$ cat config.mk
export PLATFORM = sky130hd
export DESIGN_NAME = rx_cic_decim
export DESIGN_NICKNAME = d
export VERILOG_FILES = /design/src/design/rx_cic_decim.sv
export VERILOG_INCLUDE_DIRS = /design/src /design/src/design
export SDC_FILE = /design/constraint.sdc
export NUM_CORES = 1
export LEC_CHECK = 0
export ABC_AREA = 1
export BUFFER_PORTS_ARGS = -buffer_cell sky130_fd_sc_hd__buf_2
export CORE_AREA = 4 4 217 219
export DETAILED_ROUTE_END_ITERATION = 10
export DIE_AREA = 0 0 221 223
export HOLD_SLACK_MARGIN = 0.15
export PLACE_DENSITY = 0.82
export SLEW_MARGIN = 20
export SYNTH_ARGS = -nofsm -noshare
export SYNTH_HDL_FRONTEND = slang
export SYNTH_SLANG_ARGS = --single-unit
export TNS_END_PERCENT = 30
$ cat constraint.sdc
create_clock -name clock_i -period 15.5 [get_ports clock_i]
set_input_delay 3.1 -clock clock_i [delete_from_list [all_inputs] [get_ports clock_i]]
set_output_delay 3.1 -clock clock_i [all_outputs]
set_load 0.1 [all_outputs]
$ cat src/design/rx_consts.svh
/* Receive chain constants */

`ifndef RX_CONSTS_SVH
`define RX_CONSTS_SVH

// Width of one real sample at the input and at the output
`define RX_SAMPLE_W 16

// Width of the NCO phase accumulator
`define RX_PHASE_W 32

// Angle width at the CORDIC, the top bits of the phase accumulator
`define RX_ANGLE_W 16

// Number of shift-add iterations in the rotator
`define RX_CORDIC_STAGES 14

// CIC filter order, integrators and combs each
`define RX_CIC_ORDER 4

// Largest decimation is 2**6 = 64
`define RX_LOG2_RATE_MAX 6

// Wishbone word addresses
`define RX_ADDR_FREQ   3'd0
`define RX_ADDR_PHASE  3'd1
`define RX_ADDR_CTRL   3'd2
`define RX_ADDR_SAMPLE 3'd3
`define RX_ADDR_STATUS 3'd4

`endif

$ cat src/design/rx_cic_decim.sv
/* CIC decimator */

`include "rx_consts.svh"

module rx_cic_decim (
   input  logic                           clock_i,
   input  logic                           arst_n_i,
   input  logic                           enable_i,
   input  logic [2:0]                     log2_rate_i,
   input  logic                           strobe_i,
   input  logic                           decim_strobe_i,
   input  logic signed [`RX_SAMPLE_W-1:0] data_i,
   output logic signed [`RX_SAMPLE_W-1:0] data_o,
   output logic                           strobe_o
);

   localparam int N  = `RX_CIC_ORDER;
   localparam int W  = `RX_SAMPLE_W;
   // Enough bits for a gain of 2**(N*6), so wrapping integrators stay exact
   localparam int AW = W + N * `RX_LOG2_RATE_MAX;
   localparam int SW = $clog2(N * `RX_LOG2_RATE_MAX + 1);

   logic signed [AW-1:0] integ_q [0:N-1];
   logic signed [AW-1:0] integ_d [0:N-1];
   logic signed [AW-1:0] dly_q   [0:N-1];
   logic signed [AW-1:0] comb    [0:N];
   logic [SW-1:0]        shift;
   logic signed [AW-1:0] scaled;

   always_comb begin
      // Integrator chain including the sample that arrives this cycle
      integ_d[0] = integ_q[0] + AW'(data_i);
      for (int k = 1; k < N; k++)
         integ_d[k] = integ_q[k] + integ_d[k-1];
      // Combs work on the group's final integrator value
      comb[0] = integ_d[N-1];
      for (int k = 0; k < N; k++)
         comb[k+1] = comb[k] - dly_q[k];
   end

   // The gain of rate**N is a power of two, so one rounded shift removes it
   assign shift  = SW'(N * log2_rate_i);
   assign scaled = (comb[N] + (AW'(1) <<< (shift - 1))) >>> shift;

   always_ff @(posedge clock_i or negedge arst_n_i) begin
      if (!arst_n_i) begin
         for (int k = 0; k < N; k++) begin
            integ_q[k] <= '0;
            dly_q[k]   <= '0;
         end
         strobe_o <= 1'b0;
      end else begin
         strobe_o <= decim_strobe_i & enable_i;
         if (enable_i && strobe_i) begin
            for (int k = 0; k < N; k++)
               integ_q[k] <= integ_d[k];
         end
         if (enable_i && decim_strobe_i) begin
            for (int k = 0; k < N; k++)
               dly_q[k] <= comb[k];
         end
      end
   end

   // Output word, one per decimation group
   always_ff @(posedge clock_i) begin
      if (enable_i && decim_strobe_i)
         data_o <= scaled[W-1:0];
   end

endmodule

==> results.yml <==
final_layout:
  final_cells: 4710
  insertedDiodeCount: 0
  area_growth_syn_to_layout_pct: 10.4
  layout_cells_sized_above_1_pct: 8.69
  stdcell_area_mm2: 0.0322
  layout.nets: 4465
timing:
  setup_clock_skew_after_layout_ps: 17.6
  hold_viol_final: 0
  min_period_ps: 14820
  max_slew.worst_pin.slew_ps: 1080
  setup_viol: 0
  hold_slack_ps: 483
  achievable-frequency_mhz: 67.5
  final.period_utilization_pct: 95.6
  postLayoutSetupSlackWorst_ps: 684
  timing.max_slew.rel_slack_pct: 27.7
  slew_violations: 0
detailed_routing:
  drt_drc_violations_left: 0
  viasPerCell: 5.64
  detailedRoute.firstPassIterationCount: 6
  antenna_violation_net_count_after_detailed_routing: 0
  routed-via-count: 26600
  detail_route.wl_per_cell_um: 15.4
  drt-total-wl_um: 72700
  iteration_0_drc_count_of_the_detailed_router: 2362
synth:
  synth_cell_type_count: 57
  synthArstFlopShare_pct: 95.3
  syn_nets: 4404
  synth_flop_cell: "sky130_fd_sc_hd__dfrtp_1"
  synth_edf_count: 16
  syn-instance-count: 4019
  postSynthRegisterBits: 337
  synth_area_per_cell_um2: 7.27
  synthesis.area_mm2: 0.0292
  ys.warnings.count: 0
  ys_seq_area_share_pct: 29.2
critical_path:
  worst-endpoint-required_ps: 15930
  crit_path_top_delay_cell: "sky130_fd_sc_hd__fa_1"
  crit_fanout: 4
  critPathMostFrequentCell: "sky130_fd_sc_hd__nand2_1"
  max_stage_delay_ps: 470
  worst-endpoint-arrival_ps: 15250
  critPathCaptureType: "register"
  setup.worst_path.class: "in -> reg"
  cp-start-kind: "primary input"
floorplanning:
  chipWidth_um: 221
  pin_count: 41
  core_area_mm2: 0.0451
  floorplan.rows: 78
  dieArea_mm2: 0.0493
  initial_standard_cell_utilization_of_the_core_pct: 64.8
  die_h_um: 223
placed_design:
  placed_cell_count: 4606
  placement.setup.worst_slack_ps: -716
  post-dp-hpwl_um: 53200
  post_dp_cell_area_mm2: 0.0301
  place.port_buffers: 40
  finalWeightedCongestion: 0.948
grt:
  initial_antenna_violation_count: 0
  grt_pass1_vias: 24700
  global_route.overflow_total: 0
  grt_pass1_wl_um: 120000
  global_route.usage.total_pct: 28.4
  grt_max_degree: 183
clock_network:
  clock_sinks: 337
  cts_made_buffers: 41
  cts_tree: "done"
  root_buffer: "sky130_fd_sc_hd__clkbuf_16"
  max-clock-path-buffers: 3
  htree_levels: 2
  clk-insertion-delay-late_ps: 570
  cts.clk_slew.worst_paths_ps: 60
worst_hold_path:
  holdCritPathClass: "reg -> reg"
outcome:
  outcome: "finished, final reports clean"
run:
  cap_violations: 0
-- routing by layer --
metal  track usage [%]  up-vias  share of wire, %
met2              43.2      807                44
met5                 0        -                 0
met1              43.1    12200                47
met4              5.94        0               1.7
met3              4.53      100               7.4
li1                  -    13500                 -
-- metrics by stage --
stage	util, %	TNS [ps]
CTS	69.7	0
global route	71.5	-1010
detailed placement	66.8	-6000
floorplan	-	0
finish	71.5	0
global placement	66.8	-4860
-- worst paths after layout --
path / from / to / slack, ps / cells after the start
setup / recovery: data_i[0] / data_o[13] / 680 / 69
hold / removal: integ_q[72] / integ_q[72] / 480 / 2
setup reg to reg: integ_q[120] / data_o[13] / 2930 / 68
hold reg to reg: integ_q[72] / integ_q[72] / 480 / 2
max in group asynchronous: arst_n_i / integ_q[33] / 10660 / 3
min in group asynchronous: arst_n_i / dly_q[80] / 2590 / 1
-- worst max-delay path: cells and delay by family --
kind / cells / cell delay, ps
xor gates and xnor gates: 8 / 1530
buffers and inverters: 9 / 700
AOI/OAI and AO/OA: 19 / 3430
and+or+nand+nor: 23 / 3100
adders and majority gates: 10 / 3380
-- timing repair --
item | in CTS | in global routing
endpoints found under the setup margin | 6 | 17
endpoints found under the hold margin | 0 | 0
buffers inserted | 0 | 31
pin swaps | 0 | 50
resized for setup | 1 | 141
hold buffers | 0 | 0
-- layout by cell type (no fill, tap or decap), types with 24 or more instances in the layout --
master	n
sky130_fd_sc_hd__nand2_1	1160
sky130_fd_sc_hd__nand3_1	130
sky130_fd_sc_hd__a21o_1	24
sky130_fd_sc_hd__buf_4	64
sky130_fd_sc_hd__buf_2	39
sky130_fd_sc_hd__dfrtp_1	321
sky130_fd_sc_hd__ha_1	337
sky130_fd_sc_hd__a31oi_1	32
sky130_fd_sc_hd__xnor2_1	120
sky130_fd_sc_hd__xor2_1	154
sky130_fd_sc_hd__o21ai_0	284
sky130_fd_sc_hd__nor2_1	189
sky130_fd_sc_hd__a21oi_2	39
sky130_fd_sc_hd__o21ai_1	49
sky130_fd_sc_hd__inv_1	442
sky130_fd_sc_hd__a21oi_1	319
sky130_fd_sc_hd__clkbuf_16	41
-- sequential cells by signal, indices dropped and copies added, names as in the netlist --
name,count
strobe_o,1
dly_q,160
data_o,16
integ_q,160
-- kinds of logic (layout without fill, tap and decap cells) --
family          count (synthesis)  count (layout)  synth area share (%)
buf+inv                       540             631                  6.97
compound gates                899             899                  17.3
fa+ha+maj                     361             361                  15.9
simple gates                 1595            1595                  22.1
flops                         337             337                  29.2
xor+xnor                      287             287                  8.61
-- area by class of cell --
class | count | area (um^2)
multi-input combinational | 3142 | 19200
fill | 3653 | 12900
sequential | 337 | 8510
inverter | 453 | 1710
clock buffer | 55 | 1110
tap | 600 | 751
timing repair buffer | 105 | 702
clock inverter | 18 | 205
-- synth_stat cells, types with 5 or more instances --
cell,instances,area (um^2)
sky130_fd_sc_hd__a21oi_2,9,78.8
sky130_fd_sc_hd__nand4_1,22,138
sky130_fd_sc_hd__nor4_1,8,50.1
sky130_fd_sc_hd__a21o_1,24,180
sky130_fd_sc_hd__fa_1,16,320
sky130_fd_sc_hd__o21bai_1,17,128
sky130_fd_sc_hd__xor2_1,163,1430
sky130_fd_sc_hd__nand3_1,130,651
sky130_fd_sc_hd__or2_2,13,81.3
sky130_fd_sc_hd__a21oi_1,351,1760
sky130_fd_sc_hd__nor2_1,199,747
sky130_fd_sc_hd__inv_1,446,1670
sky130_fd_sc_hd__nand2_2,16,100
sky130_fd_sc_hd__xnor2_1,124,1090
sky130_fd_sc_hd__o2111ai_1,8,70.1
sky130_fd_sc_hd__dfrtp_1,321,8030
sky130_fd_sc_hd__o21ai_0,305,1530
sky130_fd_sc_hd__o211ai_1,20,150
sky130_fd_sc_hd__ha_1,345,4320
sky130_fd_sc_hd__buf_1,17,63.8
sky130_fd_sc_hd__o21ai_1,40,200
sky130_fd_sc_hd__a21boi_0,7,52.6
sky130_fd_sc_hd__a211oi_1,8,60.1
sky130_fd_sc_hd__nor3_1,16,80.1
sky130_fd_sc_hd__a221oi_1,5,43.8
sky130_fd_sc_hd__clkbuf_1,66,248
sky130_fd_sc_hd__o21a_1,13,97.6
sky130_fd_sc_hd__nand2_1,1166,4380
sky130_fd_sc_hd__o31ai_1,8,60.1
sky130_fd_sc_hd__a31oi_1,39,244
sky130_fd_sc_hd__edfxtp_1,16,480
sky130_fd_sc_hd__a21boi_2,5,56.3
sky130_fd_sc_hd__nand3_2,12,120
sky130_fd_sc_hd__o21ai_2,9,78.8
sky130_fd_sc_hd__o22ai_1,7,43.8
Power is left out: the tool's default activity adds up to more than one toggle a clock period on the data nets, which glitch-free logic cannot reach.
