--- src/design/rx_consts.svh ---
/* Receive chain constants */

`ifndef RX_CONSTS_SVH
`define RX_CONSTS_SVH

// Width of one real sample at the input and at the output
`define RX_SAMPLE_W 16

// Width of the NCO phase accumulator
`define RX_PHASE_W 32

// Angle width at the CORDIC, the top bits of the phase accumulator
`define RX_ANGLE_W 16

// Number of shift-add iterations in the rotator
`define RX_CORDIC_STAGES 14

// CIC filter order, integrators and combs each
`define RX_CIC_ORDER 4

// Largest decimation is 2**6 = 64
`define RX_LOG2_RATE_MAX 6

// Wishbone word addresses
`define RX_ADDR_FREQ   3'd0
`define RX_ADDR_PHASE  3'd1
`define RX_ADDR_CTRL   3'd2
`define RX_ADDR_SAMPLE 3'd3
`define RX_ADDR_STATUS 3'd4

`endif

--- src/design/rx_pkg.sv ---
/* Receive chain types */

`include "rx_consts.svh"

package rx_pkg;

   // One complex baseband sample, I in the upper half
   typedef struct packed {
      logic signed [`RX_SAMPLE_W-1:0] i;
      logic signed [`RX_SAMPLE_W-1:0] q;
   } rx_iq_t;

   // The held output sample is filled as I/Q and read back by the host as one word
   typedef union packed {
      rx_iq_t                        iq;
      logic [2*`RX_SAMPLE_W-1:0]     raw;
   } rx_sample_u;

   // Configuration shared by every stage of the chain
   typedef struct packed {
      logic                    enable;
      logic [2:0]              log2_rate;
      logic [`RX_PHASE_W-1:0]  freq;
      logic [`RX_PHASE_W-1:0]  phase;
   } rx_cfg_t;

endpackage

--- src/design/rx_cordic.sv ---
/* Pipelined CORDIC mixer */

`include "rx_consts.svh"

module rx_cordic (
   input  logic                   clock_i,
   input  logic                   arst_n_i,
   input  logic                   enable_i,
   input  rx_pkg::rx_iq_t         in_i,
   input  logic                   strobe_i,
   input  logic [`RX_ANGLE_W-1:0] phase_i,
   output rx_pkg::rx_iq_t         out_o,
   output logic                   strobe_o
);

   import rx_pkg::*;

   localparam int N  = `RX_CORDIC_STAGES;
   localparam int W  = `RX_SAMPLE_W;
   // Two fraction guard bits plus two bits for the CORDIC gain and diagonal growth
   localparam int XW = W + 4;
   localparam int ZW = `RX_ANGLE_W;

   rx_iq_t               in_d;
   logic                 in_v;
   logic signed [XW-1:0] xs;
   logic signed [XW-1:0] ys;
   logic signed [XW-1:0] x_rot;
   logic signed [XW-1:0] y_rot;
   logic [1:0]           quad;
   logic signed [XW-1:0] x_q [0:N];
   logic signed [XW-1:0] y_q [0:N];
   logic signed [ZW-1:0] z_q [0:N-1];
   logic [N:0]           v_q;

   // Arctangent of 2**-k with a full turn equal to 2**16
   function automatic logic signed [ZW-1:0] atan_tab(input int k);
      case (k)
         0:       return 16'sd8192;
         1:       return 16'sd4836;
         2:       return 16'sd2555;
         3:       return 16'sd1297;
         4:       return 16'sd651;
         5:       return 16'sd326;
         6:       return 16'sd163;
         7:       return 16'sd81;
         8:       return 16'sd41;
         9:       return 16'sd20;
         10:      return 16'sd10;
         11:      return 16'sd5;
         12:      return 16'sd3;
         13:      return 16'sd1;
         default: return '0;
      endcase
   endfunction

   // About 0.6073, the inverse of the CORDIC gain
   function automatic logic signed [XW-1:0] gain_comp(input logic signed [XW-1:0] v);
      return (v >>> 1) + (v >>> 3) - (v >>> 6) - (v >>> 9) - (v >>> 13);
   endfunction

   // Drop the guard bits with rounding and clip to the sample range
   function automatic logic signed [W-1:0] round_sat(input logic signed [XW-1:0] v);
      logic signed [XW-1:0] r;
      r = (v + 2) >>> 2;
      if (r > 32767)
         return 16'sh7fff;
      if (r < -32768)
         return 16'sh8000;
      return r[W-1:0];
   endfunction

   // Sample scaled up by the guard bits
   assign xs = {{2{in_d.i[W-1]}}, in_d.i, 2'b00};
   assign ys = {{2{in_d.q[W-1]}}, in_d.q, 2'b00};

   // Nearest quarter turn, so the residual angle stays within plus or minus 45 degrees
   assign quad = phase_i[ZW-1 -: 2] + {1'b0, phase_i[ZW-3]};

   always_comb begin
      case (quad)
         2'd0: begin
            x_rot = xs;
            y_rot = ys;
         end
         2'd1: begin
            x_rot = -ys;
            y_rot = xs;
         end
         2'd2: begin
            x_rot = -xs;
            y_rot = -ys;
         end
         default: begin
            x_rot = ys;
            y_rot = -xs;
         end
      endcase
   end

   // Datapath pipeline, frozen while disabled
   always_ff @(posedge clock_i) begin
      if (enable_i) begin
         // Waits one cycle for the registered NCO phase
         if (strobe_i)
            in_d <= in_i;
         x_q[0] <= x_rot;
         y_q[0] <= y_rot;
         z_q[0] <= {{2{phase_i[ZW-3]}}, phase_i[ZW-3:0]};
         for (int k = 0; k < N; k++) begin
            // Turn toward zero residual angle
            if (z_q[k][ZW-1]) begin
               x_q[k+1] <= x_q[k] + (y_q[k] >>> k);
               y_q[k+1] <= y_q[k] - (x_q[k] >>> k);
            end else begin
               x_q[k+1] <= x_q[k] - (y_q[k] >>> k);
               y_q[k+1] <= y_q[k] + (x_q[k] >>> k);
            end
            if (k < N - 1)
               z_q[k+1] <= z_q[k][ZW-1] ? z_q[k] + atan_tab(k) : z_q[k] - atan_tab(k);
         end
      end
   end

   // Strobe travels alongside the data
   always_ff @(posedge clock_i or negedge arst_n_i) begin
      if (!arst_n_i) begin
         in_v <= 1'b0;
         v_q  <= '0;
      end else if (enable_i) begin
         in_v <= strobe_i;
         v_q  <= {v_q[N-1:0], in_v};
      end
   end

   assign out_o.i  = round_sat(gain_comp(x_q[N]));
   assign out_o.q  = round_sat(gain_comp(y_q[N]));
   assign strobe_o = v_q[N] & enable_i;

endmodule

--- config.mk ---
export PLATFORM = sky130hd
export DESIGN_NAME = rx_cordic
export DESIGN_NICKNAME = d
export VERILOG_FILES = /design/src/design/rx_pkg.sv /design/src/design/rx_cordic.sv
export VERILOG_INCLUDE_DIRS = /design/src /design/src/design
export SDC_FILE = /design/constraint.sdc
export NUM_CORES = 2
export LEC_CHECK = 0
export ABC_AREA = 1
export BUFFER_PORTS_ARGS = -buffer_cell sky130_fd_sc_hd__buf_4
export CAP_MARGIN = 40
export CORE_ASPECT_RATIO = 0.5
export CORE_UTILIZATION = 26
export CTS_CLUSTER_SIZE = 30
export DETAILED_ROUTE_END_ITERATION = 8
export SYNTH_ARGS = -nofsm -noshare
export SYNTH_HDL_FRONTEND = slang
export SYNTH_SLANG_ARGS = --single-unit
--- constraint.sdc ---
create_clock -name clock_i -period 7.3 [get_ports clock_i]
set_input_delay 1.095 -clock clock_i [delete_from_list [all_inputs] [get_ports clock_i]]
set_output_delay 1.095 -clock clock_i [all_outputs]
set_load 0.01 [all_outputs]
==> impl_metrics.toml <==
[global_routing]
grt_use_total = 0.127
grt_max_degree = 162
grt_pass1_wl_um = 307000
grt_pass1_vias = 58920
antenna_found_initial = 0
grt_overflow = 0

[cts]
htreeDepth = 3
cts_resized = 0
cts_tree = "yes"
cts_root_buf = "clkbuf_16"
post_cts_buffers = 0
worstSkewPairLatency_ns = 0.72
cts_buffers = 87
hold_buffers = 0
clkSinkCount = 839
clkSlewWorstSetupHoldPaths_ns = 0.06
ctsLongestPathBuffers = 3

[logic_synthesis]
synth_ff_type = "edfxtp_1"
synth_seq_cells = 839
synth_warnings = 0
synth_edf_count = 823
syn_inst = 8966
syn_nets = 9953
synth_compound_area_frac = 0.136
synthSimpleGateAreaFrac = 0.189
ys_top_cells_by_area = "edfxtp_1, ha_1, nand2_1, xor2_1, a21oi_1"
synth_top_family_by_area = "simple AND/OR/NAND/NOR gates"
synthAdderAreaFrac = 0.168
yosys.area.top_type = "edfxtp_1"
syn_area_per_cell_um2 = 8.33
synthXorXnorAreaFrac = 0.111
synthMuxAreaShare = 0.000268
synth_top_area_frac = 0.331
syn-cell-area_um2 = 74700
synth_seq_area_share = 0.336
synth_async_sr_flop_share = 0.0191
synth_cell_types = 68

[setup_path]
cp-start-kind = "register"
rrSetupSlack_ns = 3.08
critPathCaptureType = "output pin"
crit_path_top_delay_cell = "edfxtp_1"
arrival_ns = 5.32
cp_cell_sequence = "inv_1 > ha_1 > or2_2 > fa_1 > inv_1 > fa_1 > inv_1 > ha_1 > a21oi_1 > a21oi_2 > nor2_2 > nand3_1 > nand2_1 > nand2_4 > o21ai_4 > nand2_1 > nand2_1 > buf_4"
criticalPathCategory = "register to output pin"
slowest_delay_ns = 0.61
crit_fanout = 15
worstPathRequired_ns = 6.20

[sta]
tightest_slew_ns = 0.940
max_freq_ghz = 0.156
finClkSkew_ns = 0.0357
final_hold_viol_count = 0
fin_crit_ns = 6.42
relSlewSlack = 0.373
finalSetupTns_ns = 0
slew_violations = 0
rsz0062_at_grt = "no"
setup_viol = 0
timing.final.crit_share = 0.879

[route]
dr.pass1.iters = 6
vias = 60593
drtIter0Drc = 4011
detail_route.wirelength_um = 190000
wl_per_cell_um = 14.7
ant_nets = 0
routed_via_density = 4.69
drc = 0

[layout]
area_growth_pct = 10.7
nets = 10048
layout_commonest_cell = "nand2_1"
num_antenna_cells = 0
drive_gt1_frac = 0.0396
layout_common_cells = "nand2_1, inv_1, edfxtp_1"

[floorplan]
pin_count = 85
die_h_um = 381
core_um2 = 284000
start_util = 0.263
placementRows = 138
die_x_um = 760
dieArea_um2 = 290000

[run]
drv_cap = 0

[worst_hold_path]
hold_class = "input pin to async pin"

[status]
status = "finished, final reports clean"

[place]
dp_hpwl_um = 154000
routabilityCongestion = 0.907
io_buffer_count = 84
==> cells in the mapped netlist (23+ instances only) <==
cell type  count
ha_1         821
inv_1       1036
a21oi_1      801
o31ai_1       48
xor2_1       669
nand2_1     1748
or2_2         23
nand4_1      109
edfxtp_1     823
o21a_1        23
fa_1         114
nand3_1      479
nor2_1       696
o21ai_0      499
o2111ai_1     36
xnor2_1      263
nor3_1       115
o21bai_1      46
a31oi_1       65
clkbuf_1      49
nor4_1        48
a21o_1       138
==> stage by stage <==
stage	hold slack (ns)	cells	setup slack [ns]	utilization	cell area [um^2]
detailed placement	0.405	12752	1.62	0.281	79800
finish	0.253	12912	0.883	0.291	82700
floorplan	0.400	8966	2.11	-	74700
CTS	0.192	12912	0.845	0.291	82700
global placement	0.405	12749	1.62	0.280	79700
global route	0.217	12912	0.449	0.291	82700
==> final cells by class <==
cell class / count / area [um^2]
clock buffer: 104 / 2340
clock inverter: 56 / 623
fill: 30245 / 202000
inverter: 1051 / 3950
multi-input combinational: 6980 / 45100
sequential: 839 / 25100
tap: 3780 / 4730
timing repair buffer: 102 / 858
==> sequential cells by signal, summed over array words and instances, names as in the netlist <==
register / flops
y_q: 294
x_q: 292
z_q: 205
in_d: 32
v_q: 15
in_v: 1
==> cells by family (layout without fill, tap and decap cells) <==
logic type      after synthesis  count (layout)
mux                           2               2
xor+xnor                    937             937
simple gates               3326            3326
compound gates             1780            1780
flops                       839             839
buf+inv                    1147            1313
fa+ha+maj                   935             935
==> per-layer routing <==
metal	vias to the layer above	wire length, um	global-route usage
met3	305	7130	0.0150
met5	-	0	0
met2	1276	91600	0.228
li1	30947	-	-
met4	0	6080	0.0393
met1	28065	84800	0.159
==> worst max-delay path, delay by kind of cell (launching register included) <==
family	cells	cell delay [ns]
compound gates	3	0.75
simple gates	7	0.95
fa+ha+maj	4	1.75
buf+inv	4	0.57
flops	1	0.61
==> path summary, 6_finish.rpt <==
check,cells past startpoint,from,to
worst min-delay path,1,arst_n_i,in_v
max in group asynchronous,1,arst_n_i,v_q[5]
min in group clock_i,0,z_q[0][16],z_q[0][32]
worst min register to register,0,z_q[0][16],z_q[0][32]
worst max register to register,17,z_q[0][63],y_q[0][98]
worst max-delay path,18,x_q[1][139],out_o[24]
Power is not shown: default switching activity piles up to over one toggle a cycle in this logic, so the estimate is an artifact.
