File: src/design/rx_consts.svh
/* Receive chain constants */

`ifndef RX_CONSTS_SVH
`define RX_CONSTS_SVH

// Width of one real sample at the input and at the output
`define RX_SAMPLE_W 16

// Width of the NCO phase accumulator
`define RX_PHASE_W 32

// Angle width at the CORDIC, the top bits of the phase accumulator
`define RX_ANGLE_W 16

// Number of shift-add iterations in the rotator
`define RX_CORDIC_STAGES 14

// CIC filter order, integrators and combs each
`define RX_CIC_ORDER 4

// Largest decimation is 2**6 = 64
`define RX_LOG2_RATE_MAX 6

// Wishbone word addresses
`define RX_ADDR_FREQ   3'd0
`define RX_ADDR_PHASE  3'd1
`define RX_ADDR_CTRL   3'd2
`define RX_ADDR_SAMPLE 3'd3
`define RX_ADDR_STATUS 3'd4

`endif

File: src/design/rx_pkg.sv
/* Receive chain types */

`include "rx_consts.svh"

package rx_pkg;

   // One complex baseband sample, I in the upper half
   typedef struct packed {
      logic signed [`RX_SAMPLE_W-1:0] i;
      logic signed [`RX_SAMPLE_W-1:0] q;
   } rx_iq_t;

   // The held output sample is filled as I/Q and read back by the host as one word
   typedef union packed {
      rx_iq_t                        iq;
      logic [2*`RX_SAMPLE_W-1:0]     raw;
   } rx_sample_u;

   // Configuration shared by every stage of the chain
   typedef struct packed {
      logic                    enable;
      logic [2:0]              log2_rate;
      logic [`RX_PHASE_W-1:0]  freq;
      logic [`RX_PHASE_W-1:0]  phase;
   } rx_cfg_t;

endpackage

File: src/design/rx_sample_port.sv
/* Decimation strobe and sample capture */

`include "rx_consts.svh"

module rx_sample_port (
   input  logic                           clock_i,
   input  logic                           arst_n_i,
   input  rx_pkg::rx_cfg_t                cfg_i,
   input  logic                           restart_i,
   input  logic                           strobe_i,
   input  logic signed [`RX_SAMPLE_W-1:0] i_i,
   input  logic signed [`RX_SAMPLE_W-1:0] q_i,
   input  logic                           i_strobe_i,
   output logic                           decim_strobe_o,
   output rx_pkg::rx_sample_u             sample_o,
   output logic                           valid_o,
   output logic                           overrun_o,
   input  logic                           sample_read_i,
   input  logic                           status_read_i
);

   localparam int CW = `RX_LOG2_RATE_MAX;

   logic [CW-1:0] cnt_q;
   logic [CW-1:0] last;
   logic          capture;

   // Count of the last strobe in a group, rate minus one
   assign last = ~({CW{1'b1}} << cfg_i.log2_rate);

   // Fires together with the strobe that closes the group
   assign decim_strobe_o = cfg_i.enable & strobe_i & (cnt_q == last);

   // Q shares the decimation strobe, so the I strobe alone marks new data
   assign capture = cfg_i.enable & i_strobe_i;

   always_ff @(posedge clock_i or negedge arst_n_i) begin
      if (!arst_n_i)
         cnt_q <= '0;
      else if (restart_i)
         cnt_q <= '0;
      else if (cfg_i.enable && strobe_i)
         cnt_q <= (cnt_q == last) ? '0 : cnt_q + 1'b1;
   end

   always_ff @(posedge clock_i or negedge arst_n_i) begin
      if (!arst_n_i) begin
         sample_o  <= '0;
         valid_o   <= 1'b0;
         overrun_o <= 1'b0;
      end else begin
         if (capture) begin
            sample_o.iq.i <= i_i;
            sample_o.iq.q <= q_i;
         end
         // A new sample wins over a clear on the same edge
         if (capture)
            valid_o <= 1'b1;
         else if (sample_read_i)
            valid_o <= 1'b0;
         // Not an overrun if the old sample is being read out on this edge
         if (capture && valid_o && !sample_read_i)
            overrun_o <= 1'b1;
         else if (status_read_i)
            overrun_o <= 1'b0;
      end
   end

endmodule

File: config.mk
export PLATFORM = sky130hd
export DESIGN_NAME = rx_sample_port
export DESIGN_NICKNAME = d
export VERILOG_FILES = /design/src/design/rx_pkg.sv /design/src/design/rx_sample_port.sv
export VERILOG_INCLUDE_DIRS = /design/src /design/src/design
export SDC_FILE = /design/constraint.sdc
export NUM_CORES = 1
export LEC_CHECK = 0
export BUFFER_PORTS_ARGS = -buffer_cell sky130_fd_sc_hd__buf_2
export CAP_MARGIN = 20
export CORE_ASPECT_RATIO = 1.1
export CORE_UTILIZATION = 40
export CTS_BUF_LIST = sky130_fd_sc_hd__clkbuf_4
export DETAILED_ROUTE_END_ITERATION = 6
export GPL_ROUTABILITY_DRIVEN = 0
export PLACE_DENSITY = 0.81
export SLEW_MARGIN = 0
export SYNTH_ARGS = -nofsm -noshare
export SYNTH_HDL_FRONTEND = slang
export SYNTH_SLANG_ARGS = --single-unit
File: constraint.sdc
create_clock -name clock_i -period 1.91 [get_ports clock_i]
set_clock_uncertainty 0.05 [all_clocks]
set_input_delay 0.191 -clock clock_i [delete_from_list [all_inputs] [get_ports clock_i]]
set_output_delay 0.191 -clock clock_i [all_outputs]
set_load 0.005 [all_outputs]
==> impl_summary.txt <==
----------------------------------------------------
[Yosys]
  FF+latch count, synth ... 40
  Sequential cell area fraction in the yosys report ... 57.3%
  Share of synthesized flip-flops with an asynchronous set or reset ... 100%
  Area share of the largest cell type after synthesis ... 57.3%
  Synth Warn # ... 0
  Commonest cells in the synthesized netlist ... sky130_fd_sc_hd__dfrtp_1, sky130_fd_sc_hd__mux2_2, sky130_fd_sc_hd__nand2_1
  Most frequently used flop master after synthesis ... sky130_fd_sc_hd__dfrtp_1
  Cell count after synthesis ... 135
  Most used standard cell by instance count after synthesis ... sky130_fd_sc_hd__dfrtp_1
  Average cell area after synthesis ... 12.9 um^2
  Syn Std Cell Area ... 0.00175 mm^2
  Most area-hungry cell type in the Yosys netlist ... sky130_fd_sc_hd__dfrtp_1
  Syn nets ... 243
  Top cells by area, synth ... sky130_fd_sc_hd__dfrtp_1, sky130_fd_sc_hd__mux2_2, sky130_fd_sc_hd__nand2_1, sky130_fd_sc_hd__a21oi_1, sky130_fd_sc_hd__nor2_1
  Number of synthesized flops with an enable pin ... 0
  Number of distinct standard cells referenced by the synthesized netlist ... 32

[Global route]
  Total global-route track usage ... 17.8%
  Maximum number of pins on one net before global-route repair ... 41
  Vias in the first global route ... 1481
  Number of antenna violations at the first check in global routing ... 0
  Global-route wire length before repair ... 6330 um
  Overflow left after global routing ... 0

[Clock tree]
  Clock Pin Slew Worst Setup and Hold Paths ... 120 ps
  Max H-tree Level ... 2
  Clock latency of the later-clocked register in the worst-skew pair ... 330 ps
  Maximum count of clock buffers along a single path ... 2
  TritonCTS clock tree ... done
  CTS root buf ... sky130_fd_sc_hd__clkbuf_4
  Number of buffers inserted during clock tree synthesis ... 5
  CTS sink cnt ... 40

[Critical path]
  Arr. time, crit path ... 1660 ps
  Category of the critical setup timing path ... reg2out
  Critical Path Sink Type ... primary output
  Worst-path maximum fanout ... 5
  Crit path required time ... 1670 ps
  Kind of start point of the critical path ... flip-flop

[Routing]
  Via density per instance ... 5.07
  Routed length per placed instance ... 13.5 um
  Number of design-rule violations left by the first detailed-router iteration ... 31
  DR pass1 iterations ... 4
  Drc violations ... 0
  DRT Wirelength ... 3740 um
  DRT antenna net count ... 0
  Total number of vias ... 1405

[STA]
  Worst slew margin relative to its limit ... 75.9%
  RSZ-0062 raised after global routing ... true
  Final count of pins violating max slew ... 0
  Final-layout setup total negative slack ... 0 ps
  Number of endpoints with negative hold slack in the final report ... 0
  Final worst-path setup slack ... 11.5 ps
  Highest achievable clock rate ... 0.527 GHz
  Crit path time final ... 1900 ps
  Pin slew with the least headroom to its limit ... 361 ps
  Final period utilization ... 99.4%
  Min Hold Slack ... 27.4 ps
  Number of failing setup endpoints in the final timing report ... 0

[Pwr]
  Power density over cell area ... 834 mW/mm^2
  Sequential share of power ... 49.5%
  Portion of total power attributed to combinational logic ... 18.1%
  Total net switching power ... 464 uW
  Max IR drop VDD ... 553 uV
  Switching part of the total ... 22.9%
  Clock share of power ... 32.4%
  Internal power summed over all cells ... 1570 uW
  Leakage power total ... 0.00119 uW

[Placed design]
  Area post-placement ... 0.00223 mm^2
  Post-DP HPWL ... 2690 um
  Setup WS pre-CTS ... 134 ps
  Count of buffers inserted at the top-level ports ... 77

[Job]
  Number of max-cap violations ... 0

[Cells and area]
  Utilization of the core after routing ... 59.6%
  Area growth syn-to-layout ... 39.4%
  Diode insertion count for antenna repair ... 0
  Post-layout nets ... 333
  Fraction of final layout cells with drive strength greater than 1 ... 60.9%
  Layout Cell Area excl Fill ... 0.00243 mm^2
  Fillcell total ... 350

[Floorplanning]
  # IOs ... 142
  Placement row count ... 24
  Total Die Area ... 0.00464 mm^2
  DIE HEIGHT ... 71.3 um
  Width of the die ... 65.0 um
  Core outline area ... 0.00408 mm^2
  Initial core utilization ... 42.8%

[Min path]
  Type of the most critical hold path ... in2reg

[Run status]
  Status ... finished clean

----------------------------------------------------
layout by cell type (no fill, tap or decap), types with 2 or more instances in the layout:
master,synthesis,layout
sky130_fd_sc_hd__o211a_1,2,2
sky130_fd_sc_hd__nand2_1,10,10
sky130_fd_sc_hd__buf_12,0,2
sky130_fd_sc_hd__and3_1,2,2
sky130_fd_sc_hd__dlygate4sd3_1,0,4
sky130_fd_sc_hd__bufinv_16,0,2
sky130_fd_sc_hd__buf_2,2,77
sky130_fd_sc_hd__o21ai_0,3,3
sky130_fd_sc_hd__dfrtp_1,40,38
sky130_fd_sc_hd__nor3_4,0,2
sky130_fd_sc_hd__o211ai_1,2,2
sky130_fd_sc_hd__dfrtp_2,0,2
sky130_fd_sc_hd__a21oi_1,6,5
sky130_fd_sc_hd__buf_4,0,6
sky130_fd_sc_hd__clkbuf_4,0,5
sky130_fd_sc_hd__nor2_1,7,7
sky130_fd_sc_hd__nand2b_1,2,2
sky130_fd_sc_hd__nor3_1,4,2
sky130_fd_sc_hd__mux2_2,33,33
final timing paths:
kind,from,end,slack [ps],depth (start not counted)
worst max-delay path,cnt_q[3],decim_strobe_o,10,5
worst min-delay path,q_i[14],sample_o[14],30,2
worst max register to register,cnt_q[3],cnt_q[4],210,6
worst min register to register,sample_o[9],sample_o[9],460,1
max in group asynchronous,arst_n_i,cnt_q[4],1280,3
min in group asynchronous,arst_n_i,sample_o[29],290,3
final cells by class:
type | instances | area [um^2] | share of cell area (%)
clock buffers | 5 | 37.5 | 1.54
repair buffers | 89 | 510 | 21.0
well taps | 52 | 65.1 | 2.67
inverters | 1 | 3.75 | 0.154
clock inverters | 2 | 60.1 | 2.47
multi-input cells | 88 | 754 | 31.0
flip-flops and latches | 40 | 1000 | 41.2
sequential cells by signal, summed over array words and instances, names as in the netlist:
signal and cells:
overrun_o 1, cnt_q 6, valid_o 1, sample_o 32
layer usage:
| metal | vias to the layer above | routed length, um | global-route usage, % |
|---|---|---|---|
| met5 | - | 0 | 0 |
| li1 | 669 | - | - |
| met2 | 70 | 1710 | 28.9 |
| met3 | 2 | 407 | 7.80 |
| met1 | 664 | 1610 | 21.3 |
| met4 | 0 | 15 | 5.19 |
critical path, cell delays in order, from the launching register on:
cell and delay [ps]:
sky130_fd_sc_hd__dfrtp_2 450, sky130_fd_sc_hd__or4_4 440, sky130_fd_sc_hd__nor3_4 160, sky130_fd_sc_hd__nor3_4 70, sky130_fd_sc_hd__nor3_2 90, sky130_fd_sc_hd__buf_2 130
cells by family (layout without fill, tap and decap cells):
logic type                 after synthesis  after routing  share of synthesized area [%]
DFF                                     40             40                           57.3
and+or+nand+nor                         34             34                           10.4
muxes                                   33             33                           21.3
AOI/OAI and AO/OA                       20             20                           8.60
buffers and inverters                    7             97                           1.72
adders and majority gates                1              1                          0.716
per-stage QoR:
| stage | instances | power (uW) |
|---|---|---|
| finish | 277 | 2030 |
| global route | 277 | 2140 |
| CTS | 273 | 2060 |
| detailed placement | 262 | 1380 |
| global placement | 262 | 1360 |
| floorplan | 135 | 1170 |
power groups by stage:
stage	clock network, uW	registers, uW	logic (uW)
3_3_place_gp	0	1010	347
3_5_place_dp	0	1020	359
6_report	658	1010	368
4_1_cts	683	1010	369
2_1_floorplan	0	1030	141
5_1_grt	712	1020	406
repair_timing:
| item | in CTS | in global routing |
|---|---|---|
| hold buffers | 2 | 2 |
| pin swaps | 3 | 2 |
| gates resized for setup | 8 | 2 |
| hold endpoints to repair | 41 | 2 |
| setup buffers | 3 | 2 |
| endpoints found under the setup margin | 1 | 1 |
Power figures use the tool's default switching activity.
