==> src/design/rx_consts.svh <==
/* Receive chain constants */

`ifndef RX_CONSTS_SVH
`define RX_CONSTS_SVH

// Width of one real sample at the input and at the output
`define RX_SAMPLE_W 16

// Width of the NCO phase accumulator
`define RX_PHASE_W 32

// Angle width at the CORDIC, the top bits of the phase accumulator
`define RX_ANGLE_W 16

// Number of shift-add iterations in the rotator
`define RX_CORDIC_STAGES 14

// CIC filter order, integrators and combs each
`define RX_CIC_ORDER 4

// Largest decimation is 2**6 = 64
`define RX_LOG2_RATE_MAX 6

// Wishbone word addresses
`define RX_ADDR_FREQ   3'd0
`define RX_ADDR_PHASE  3'd1
`define RX_ADDR_CTRL   3'd2
`define RX_ADDR_SAMPLE 3'd3
`define RX_ADDR_STATUS 3'd4

`endif

==> src/design/rx_pkg.sv <==
/* Receive chain types */

`include "rx_consts.svh"

package rx_pkg;

   // One complex baseband sample, I in the upper half
   typedef struct packed {
      logic signed [`RX_SAMPLE_W-1:0] i;
      logic signed [`RX_SAMPLE_W-1:0] q;
   } rx_iq_t;

   // The held output sample is filled as I/Q and read back by the host as one word
   typedef union packed {
      rx_iq_t                        iq;
      logic [2*`RX_SAMPLE_W-1:0]     raw;
   } rx_sample_u;

   // Configuration shared by every stage of the chain
   typedef struct packed {
      logic                    enable;
      logic [2:0]              log2_rate;
      logic [`RX_PHASE_W-1:0]  freq;
      logic [`RX_PHASE_W-1:0]  phase;
   } rx_cfg_t;

endpackage

==> src/design/rx_wb_regs.sv <==
/* Wishbone register block */

`include "rx_consts.svh"

module rx_wb_regs (
   input  logic               clock_i,
   input  logic               arst_n_i,
   input  logic               wb_cyc_i,
   input  logic               wb_stb_i,
   input  logic               wb_we_i,
   input  logic [2:0]         wb_adr_i,
   input  logic [31:0]        wb_dat_i,
   input  logic [3:0]         wb_sel_i,
   output logic [31:0]        wb_dat_o,
   output logic               wb_ack_o,
   input  rx_pkg::rx_sample_u sample_i,
   input  logic               valid_i,
   input  logic               overrun_i,
   output rx_pkg::rx_cfg_t    cfg_o,
   output logic               sample_read_o,
   output logic               status_read_o,
   output logic               cfg_write_o
);

   logic        req;
   logic        wr;
   logic        rd;
   logic [31:0] rd_data;

   // Only byte lanes with their select bit set are replaced
   function automatic logic [31:0] merge_bytes(input logic [31:0] old,
                                               input logic [31:0] dat,
                                               input logic [3:0]  sel);
      logic [31:0] res;
      res = old;
      for (int b = 0; b < 4; b++) begin
         if (sel[b])
            res[8*b +: 8] = dat[8*b +: 8];
      end
      return res;
   endfunction

   // Rate codes outside 1 to max snap to the nearest legal one
   function automatic logic [2:0] clamp_rate(input logic [2:0] r);
      if (r == 3'd0)
         return 3'd1;
      if (r > 3'(`RX_LOG2_RATE_MAX))
         return 3'(`RX_LOG2_RATE_MAX);
      return r;
   endfunction

   // A request counts once, in the cycle before its ack
   assign req = wb_cyc_i & wb_stb_i & ~wb_ack_o;
   assign wr  = req & wb_we_i;
   assign rd  = req & ~wb_we_i;

   // Clear and restart pulses land on the same edge as the data capture
   assign sample_read_o = rd & (wb_adr_i == `RX_ADDR_SAMPLE);
   assign status_read_o = rd & (wb_adr_i == `RX_ADDR_STATUS);
   assign cfg_write_o   = wr & (wb_adr_i == `RX_ADDR_CTRL);

   always_comb begin
      case (wb_adr_i)
         `RX_ADDR_FREQ:   rd_data = cfg_o.freq;
         `RX_ADDR_PHASE:  rd_data = cfg_o.phase;
         `RX_ADDR_CTRL:   rd_data = {28'd0, cfg_o.log2_rate, cfg_o.enable};
         `RX_ADDR_SAMPLE: rd_data = sample_i.raw;
         `RX_ADDR_STATUS: rd_data = {30'd0, overrun_i, valid_i};
         default:         rd_data = '0;
      endcase
   end

   always_ff @(posedge clock_i or negedge arst_n_i) begin
      if (!arst_n_i) begin
         wb_ack_o <= 1'b0;
         wb_dat_o <= '0;
         // Rate code 0 is illegal, so the reset value is the smallest rate
         cfg_o    <= '{enable: 1'b0, log2_rate: 3'd1, freq: '0, phase: '0};
      end else begin
         wb_ack_o <= req;
         if (rd)
            wb_dat_o <= rd_data;
         if (wr) begin
            case (wb_adr_i)
               `RX_ADDR_FREQ:  cfg_o.freq  <= merge_bytes(cfg_o.freq, wb_dat_i, wb_sel_i);
               `RX_ADDR_PHASE: cfg_o.phase <= merge_bytes(cfg_o.phase, wb_dat_i, wb_sel_i);
               `RX_ADDR_CTRL: begin
                  // Enable and rate both live in byte lane 0
                  if (wb_sel_i[0]) begin
                     cfg_o.enable    <= wb_dat_i[0];
                     cfg_o.log2_rate <= clamp_rate(wb_dat_i[3:1]);
                  end
               end
               default: ;
            endcase
         end
      end
   end

endmodule

==> config.mk <==
export PLATFORM = sky130hd
export DESIGN_NAME = rx_wb_regs
export DESIGN_NICKNAME = d
export VERILOG_FILES = /design/src/design/rx_pkg.sv /design/src/design/rx_wb_regs.sv
export VERILOG_INCLUDE_DIRS = /design/src /design/src/design
export SDC_FILE = /design/constraint.sdc
export NUM_CORES = 1
export LEC_CHECK = 0
export BUFFER_PORTS_ARGS = -buffer_cell sky130_fd_sc_hd__buf_2
export CAP_MARGIN = 20
export CORE_ASPECT_RATIO = 0.75
export CORE_MARGIN = 5
export CORE_UTILIZATION = 52
export DETAILED_ROUTE_END_ITERATION = 8
export GPL_TIMING_DRIVEN = 0
export MAX_ROUTING_LAYER = met4
export PLACE_DENSITY = 0.94
export SLEW_MARGIN = 20
export SYNTH_ARGS = -nofsm -noshare
export SYNTH_HDL_FRONTEND = slang
export SYNTH_SLANG_ARGS = --single-unit
==> constraint.sdc <==
create_clock -name clock_i -period 3.55 [get_ports clock_i]
set_clock_uncertainty 0.05 [all_clocks]
set_input_delay 0 -clock clock_i [delete_from_list [all_inputs] [get_ports clock_i]]
set_output_delay 0 -clock clock_i [all_outputs]
set_load 0.1 [all_outputs]
==> results.py <==
metrics = {
    "outcome": {
        "status": "finished clean",
    },
    "sta": {
        "rsz_0062_raised_after_global_routing": "no",
        "finalCritPeriodShare": 0.616,
        "slew_headroom": 0.607,
        "fin_worst_hold_slack_ps": 32.4,
        "fin_setup_tns_ps": 0,
        "final.setup.worst_slack_ps": 1360,
        "final-max-slew-violation-count": 0,
        "slew_at_the_pin_closest_to_its_max_slew_limit_ps": 589,
        "shortest_period_the_worst_path_allows_ps": 2190,
        "hold_viol_final": 0,
        "setup_violations": 0,
        "max_clock_freq_mhz": 457,
    },
    "placement": {
        "pre_cts_slack_ps": 1690,
        "routabilityCongestion": 0.860,
        "number_of_port_buffers": 180,
        "detailed_place_hpwl_um": 9740,
    },
    "setup_path": {
        "bufs_and_invs_on_worst_path": 3,
        "kind_of_launch_point_of_the_worst_setup_path": "register",
        "criticalPathCategory": "reg2out",
        "cpLargestDelayFamily": "buffers and inverters",
        "worstPathRequired_ps": 3500,
        "worst_path_max_delay_cell": "clkbuf_1",
        "cpMostUsedCell": "clkbuf_1",
        "critPathMaxFanout": 10,
        "critical_path_arrival_ps": 2140,
        "crit_path_cell_trace": "nand4bb_1 -> clkbuf_1 -> clkbuf_1 -> nor2_1 -> buf_2",
        "end_kind": "primary output",
        "critical-path-max-stage-delay_ps": 450,
    },
    "clock_network": {
        "clk_root_buffer_cell": "clkbuf_16",
        "cts_inserted_buffers": 9,
        "resize_count_post_cts": 0,
        "cts_post_setup_buffers_inserted": 0,
        "clkTransAtPathRegs_ps": 70,
        "tritoncts_num_sinks": 101,
        "clock_latency_ps": 340,
        "tritoncts": "yes",
        "htreeDepth": 3,
        "postCtsHoldBufs": 63,
        "cts.path.max_buffers": 2,
    },
    "floorplanning": {
        "floorplan.die.width_um": 118,
        "die_area_um2": 10800,
        "floorplan.core_area_um2": 8490,
        "num_rows": 29,
        "die-height_um": 91.1,
        "ios": 182,
        "floorplan.initialDensity": 0.537,
    },
    "grt": {
        "grt_start_max_net_pins": 57,
        "grt_antenna_before_repair": 0,
        "grt_pass1_wl_um": 23300,
        "grt.overflow.total": 0,
        "first_global_vias": 4548,
        "grt.total_usage": 0.279,
    },
    "route": {
        "route.vias.total": 4069,
        "avgRoutedWirePerCell_um": 20.3,
        "antenna_left": 0,
        "wirelength_um": 14500,
        "first_pass_iters": 5,
        "drc_errors": 0,
        "1st_iter_drt_viols": 362,
        "drt-vias-per-instance": 5.68,
    },
    "cells_and_area": {
        "antenna_diode_count": 0,
        "seq_area_um2": 2530,
        "layout_cell_share_with_drive_strength_beyond_1": 0.472,
        "filler_cell_count": 539,
        "final_nets": 681,
        "synthToLayoutAreaGrowth_pct": 44.2,
        "multi_input_area_um2": 1930,
    },
    "synth": {
        "ys.flop_type": "dfrtp_1",
        "synth_seq_area_share": 0.555,
        "synth.most_common_cell": "dfrtp_1",
        "synth-edff-count": 0,
        "synth_top_cell_by_area": "dfrtp_1",
        "synth-warning-count": 0,
        "synthArstFlopShare": 1.00,
        "synth_top_cell_area_share": 0.549,
        "synth.area.top_cells": "dfrtp_1 55%, mux2_2 17%, mux2i_1 6.1%, a22o_1 5.8%, o21ai_0 3.3%",
        "post_synth_most_frequent_cells": "100 x dfrtp_1, 67 x mux2_2, 33 x nand2_1",
        "postSynthCellCount": 348,
        "netlist_area_um2": 4560,
        "yosys_register_bits": 101,
        "synthesis.nets": 426,
        "yosysUniqueCellTypes": 29,
        "syn-mean-instance-area_um2": 13.1,
    },
    "flow_run": {
        "max_cap_viol_count": 0,
    },
    "worst_hold_path": {
        "timing.hold.worst.class": "in2reg",
    },
    "power": {
        "peakVddDrop_mv": 0.444,
        "leakage_power_nw": 3.51,
        "power-per-cell-area_nw_per_um2": 594,
    },
}
==> stage by stage <==
step	std cells	area, um^2	total power [W]	util
finish	716	6580	0.00390	0.774
detailed placement	637	5640	0.00283	0.664
floorplan	348	4570	0.00253	-
global placement	636	5600	0.00280	0.660
global route	716	6580	0.00403	0.774
CTS	716	6580	0.00391	0.774
==> metal layers <==
layer | GRT usage | routed length [um]
met3 | 0.0820 | 1260
met2 | 0.452 | 7310
met4 | 0.132 | 439
met1 | 0.320 | 5520
met5 | - | 0
==> tightest hold or removal path: stages <==
cell      delay (ps)
buf_2            110
nand2_1           60
a221oi_1          60
a21o_1           150
==> cell families (layout without fill, tap and decap cells) <==
group / Yosys count / count (layout) / share of synthesized area
AO/OA/AOI/OAI: 68 / 68 / 0.102
multiplexers: 99 / 99 / 0.242
AND/OR/NAND/NOR: 59 / 59 / 0.0785
flip-flops: 101 / 101 / 0.555
buffers and inverters: 21 / 281 / 0.0231
==> cells in the final DEF, fill, tap and decap left out <==
cell type | synthesis | routed
a21o_1 | 2 | 2
a21oi_1 | 4 | 4
a221oi_1 | 2 | 2
a22o_1 | 30 | 30
and2_1 | 1 | 1
and3_1 | 1 | 1
and3b_1 | 1 | 1
and4b_1 | 1 | 1
buf_1 | 1 | 1
buf_16 | 0 | 1
buf_2 | 6 | 185
buf_4 | 4 | 4
buf_6 | 0 | 1
bufinv_16 | 0 | 2
clkbuf_1 | 9 | 12
clkbuf_16 | 0 | 9
clkbuf_4 | 1 | 1
clkinv_2 | 0 | 1
clkinvlp_4 | 0 | 1
dfrtp_1 | 100 | 100
dfstp_2 | 1 | 1
dlygate4sd3_1 | 0 | 63
mux2_1 | 2 | 2
mux2_2 | 67 | 67
mux2i_1 | 28 | 28
mux4_2 | 2 | 2
nand2_1 | 33 | 33
nand3_1 | 1 | 1
nand3_2 | 8 | 8
nand4bb_1 | 1 | 1
nor2_1 | 4 | 4
nor3_2 | 1 | 1
nor3b_2 | 1 | 1
nor3b_4 | 1 | 1
nor4bb_1 | 5 | 4
nor4bb_2 | 0 | 1
o21ai_0 | 30 | 30
==> registers in the layout, indices dropped and copies added (netlist names) <==
signal	cells
cfg_o	68
wb_dat_o	32
wb_ack_o	1
==> final cells by class <==
type	count	share of cell area
sequential	101	0.385
multi-input combinational	226	0.294
timing repair buffer	244	0.238
clock buffer	12	0.0360
tap	108	0.0206
buffer	21	0.0160
clock inverter	4	0.0110
==> path summary, 6_finish.rpt <==
path                              from             to  slack, ps  cells past startpoint
hold / removal                 valid_i    wb_dat_o[0]         30                      4
min in group asynchronous     arst_n_i       cfg_o[6]        110                      2
hold reg to reg            wb_dat_o[0]    wb_dat_o[0]        430                      1
max in group asynchronous     arst_n_i      cfg_o[53]       2720                      3
setup reg to reg              wb_ack_o    wb_dat_o[2]       1660                      5
setup / recovery              wb_ack_o  status_read_o       1360                      5
==> power by group <==
group / total [W] / switching, W / internal, W / leakage [nW]
registers: 0.00138 / 0.0000980 / 0.00128 / 1.36
logic: 0.00150 / 0.00119 / 0.000308 / 2.00
clock network: 0.00103 / 0.000408 / 0.000618 / 0.147
total: 0.00390 / 0.00170 / 0.00221 / 3.51
No activity file was read; power rests on OpenSTA's default activity.
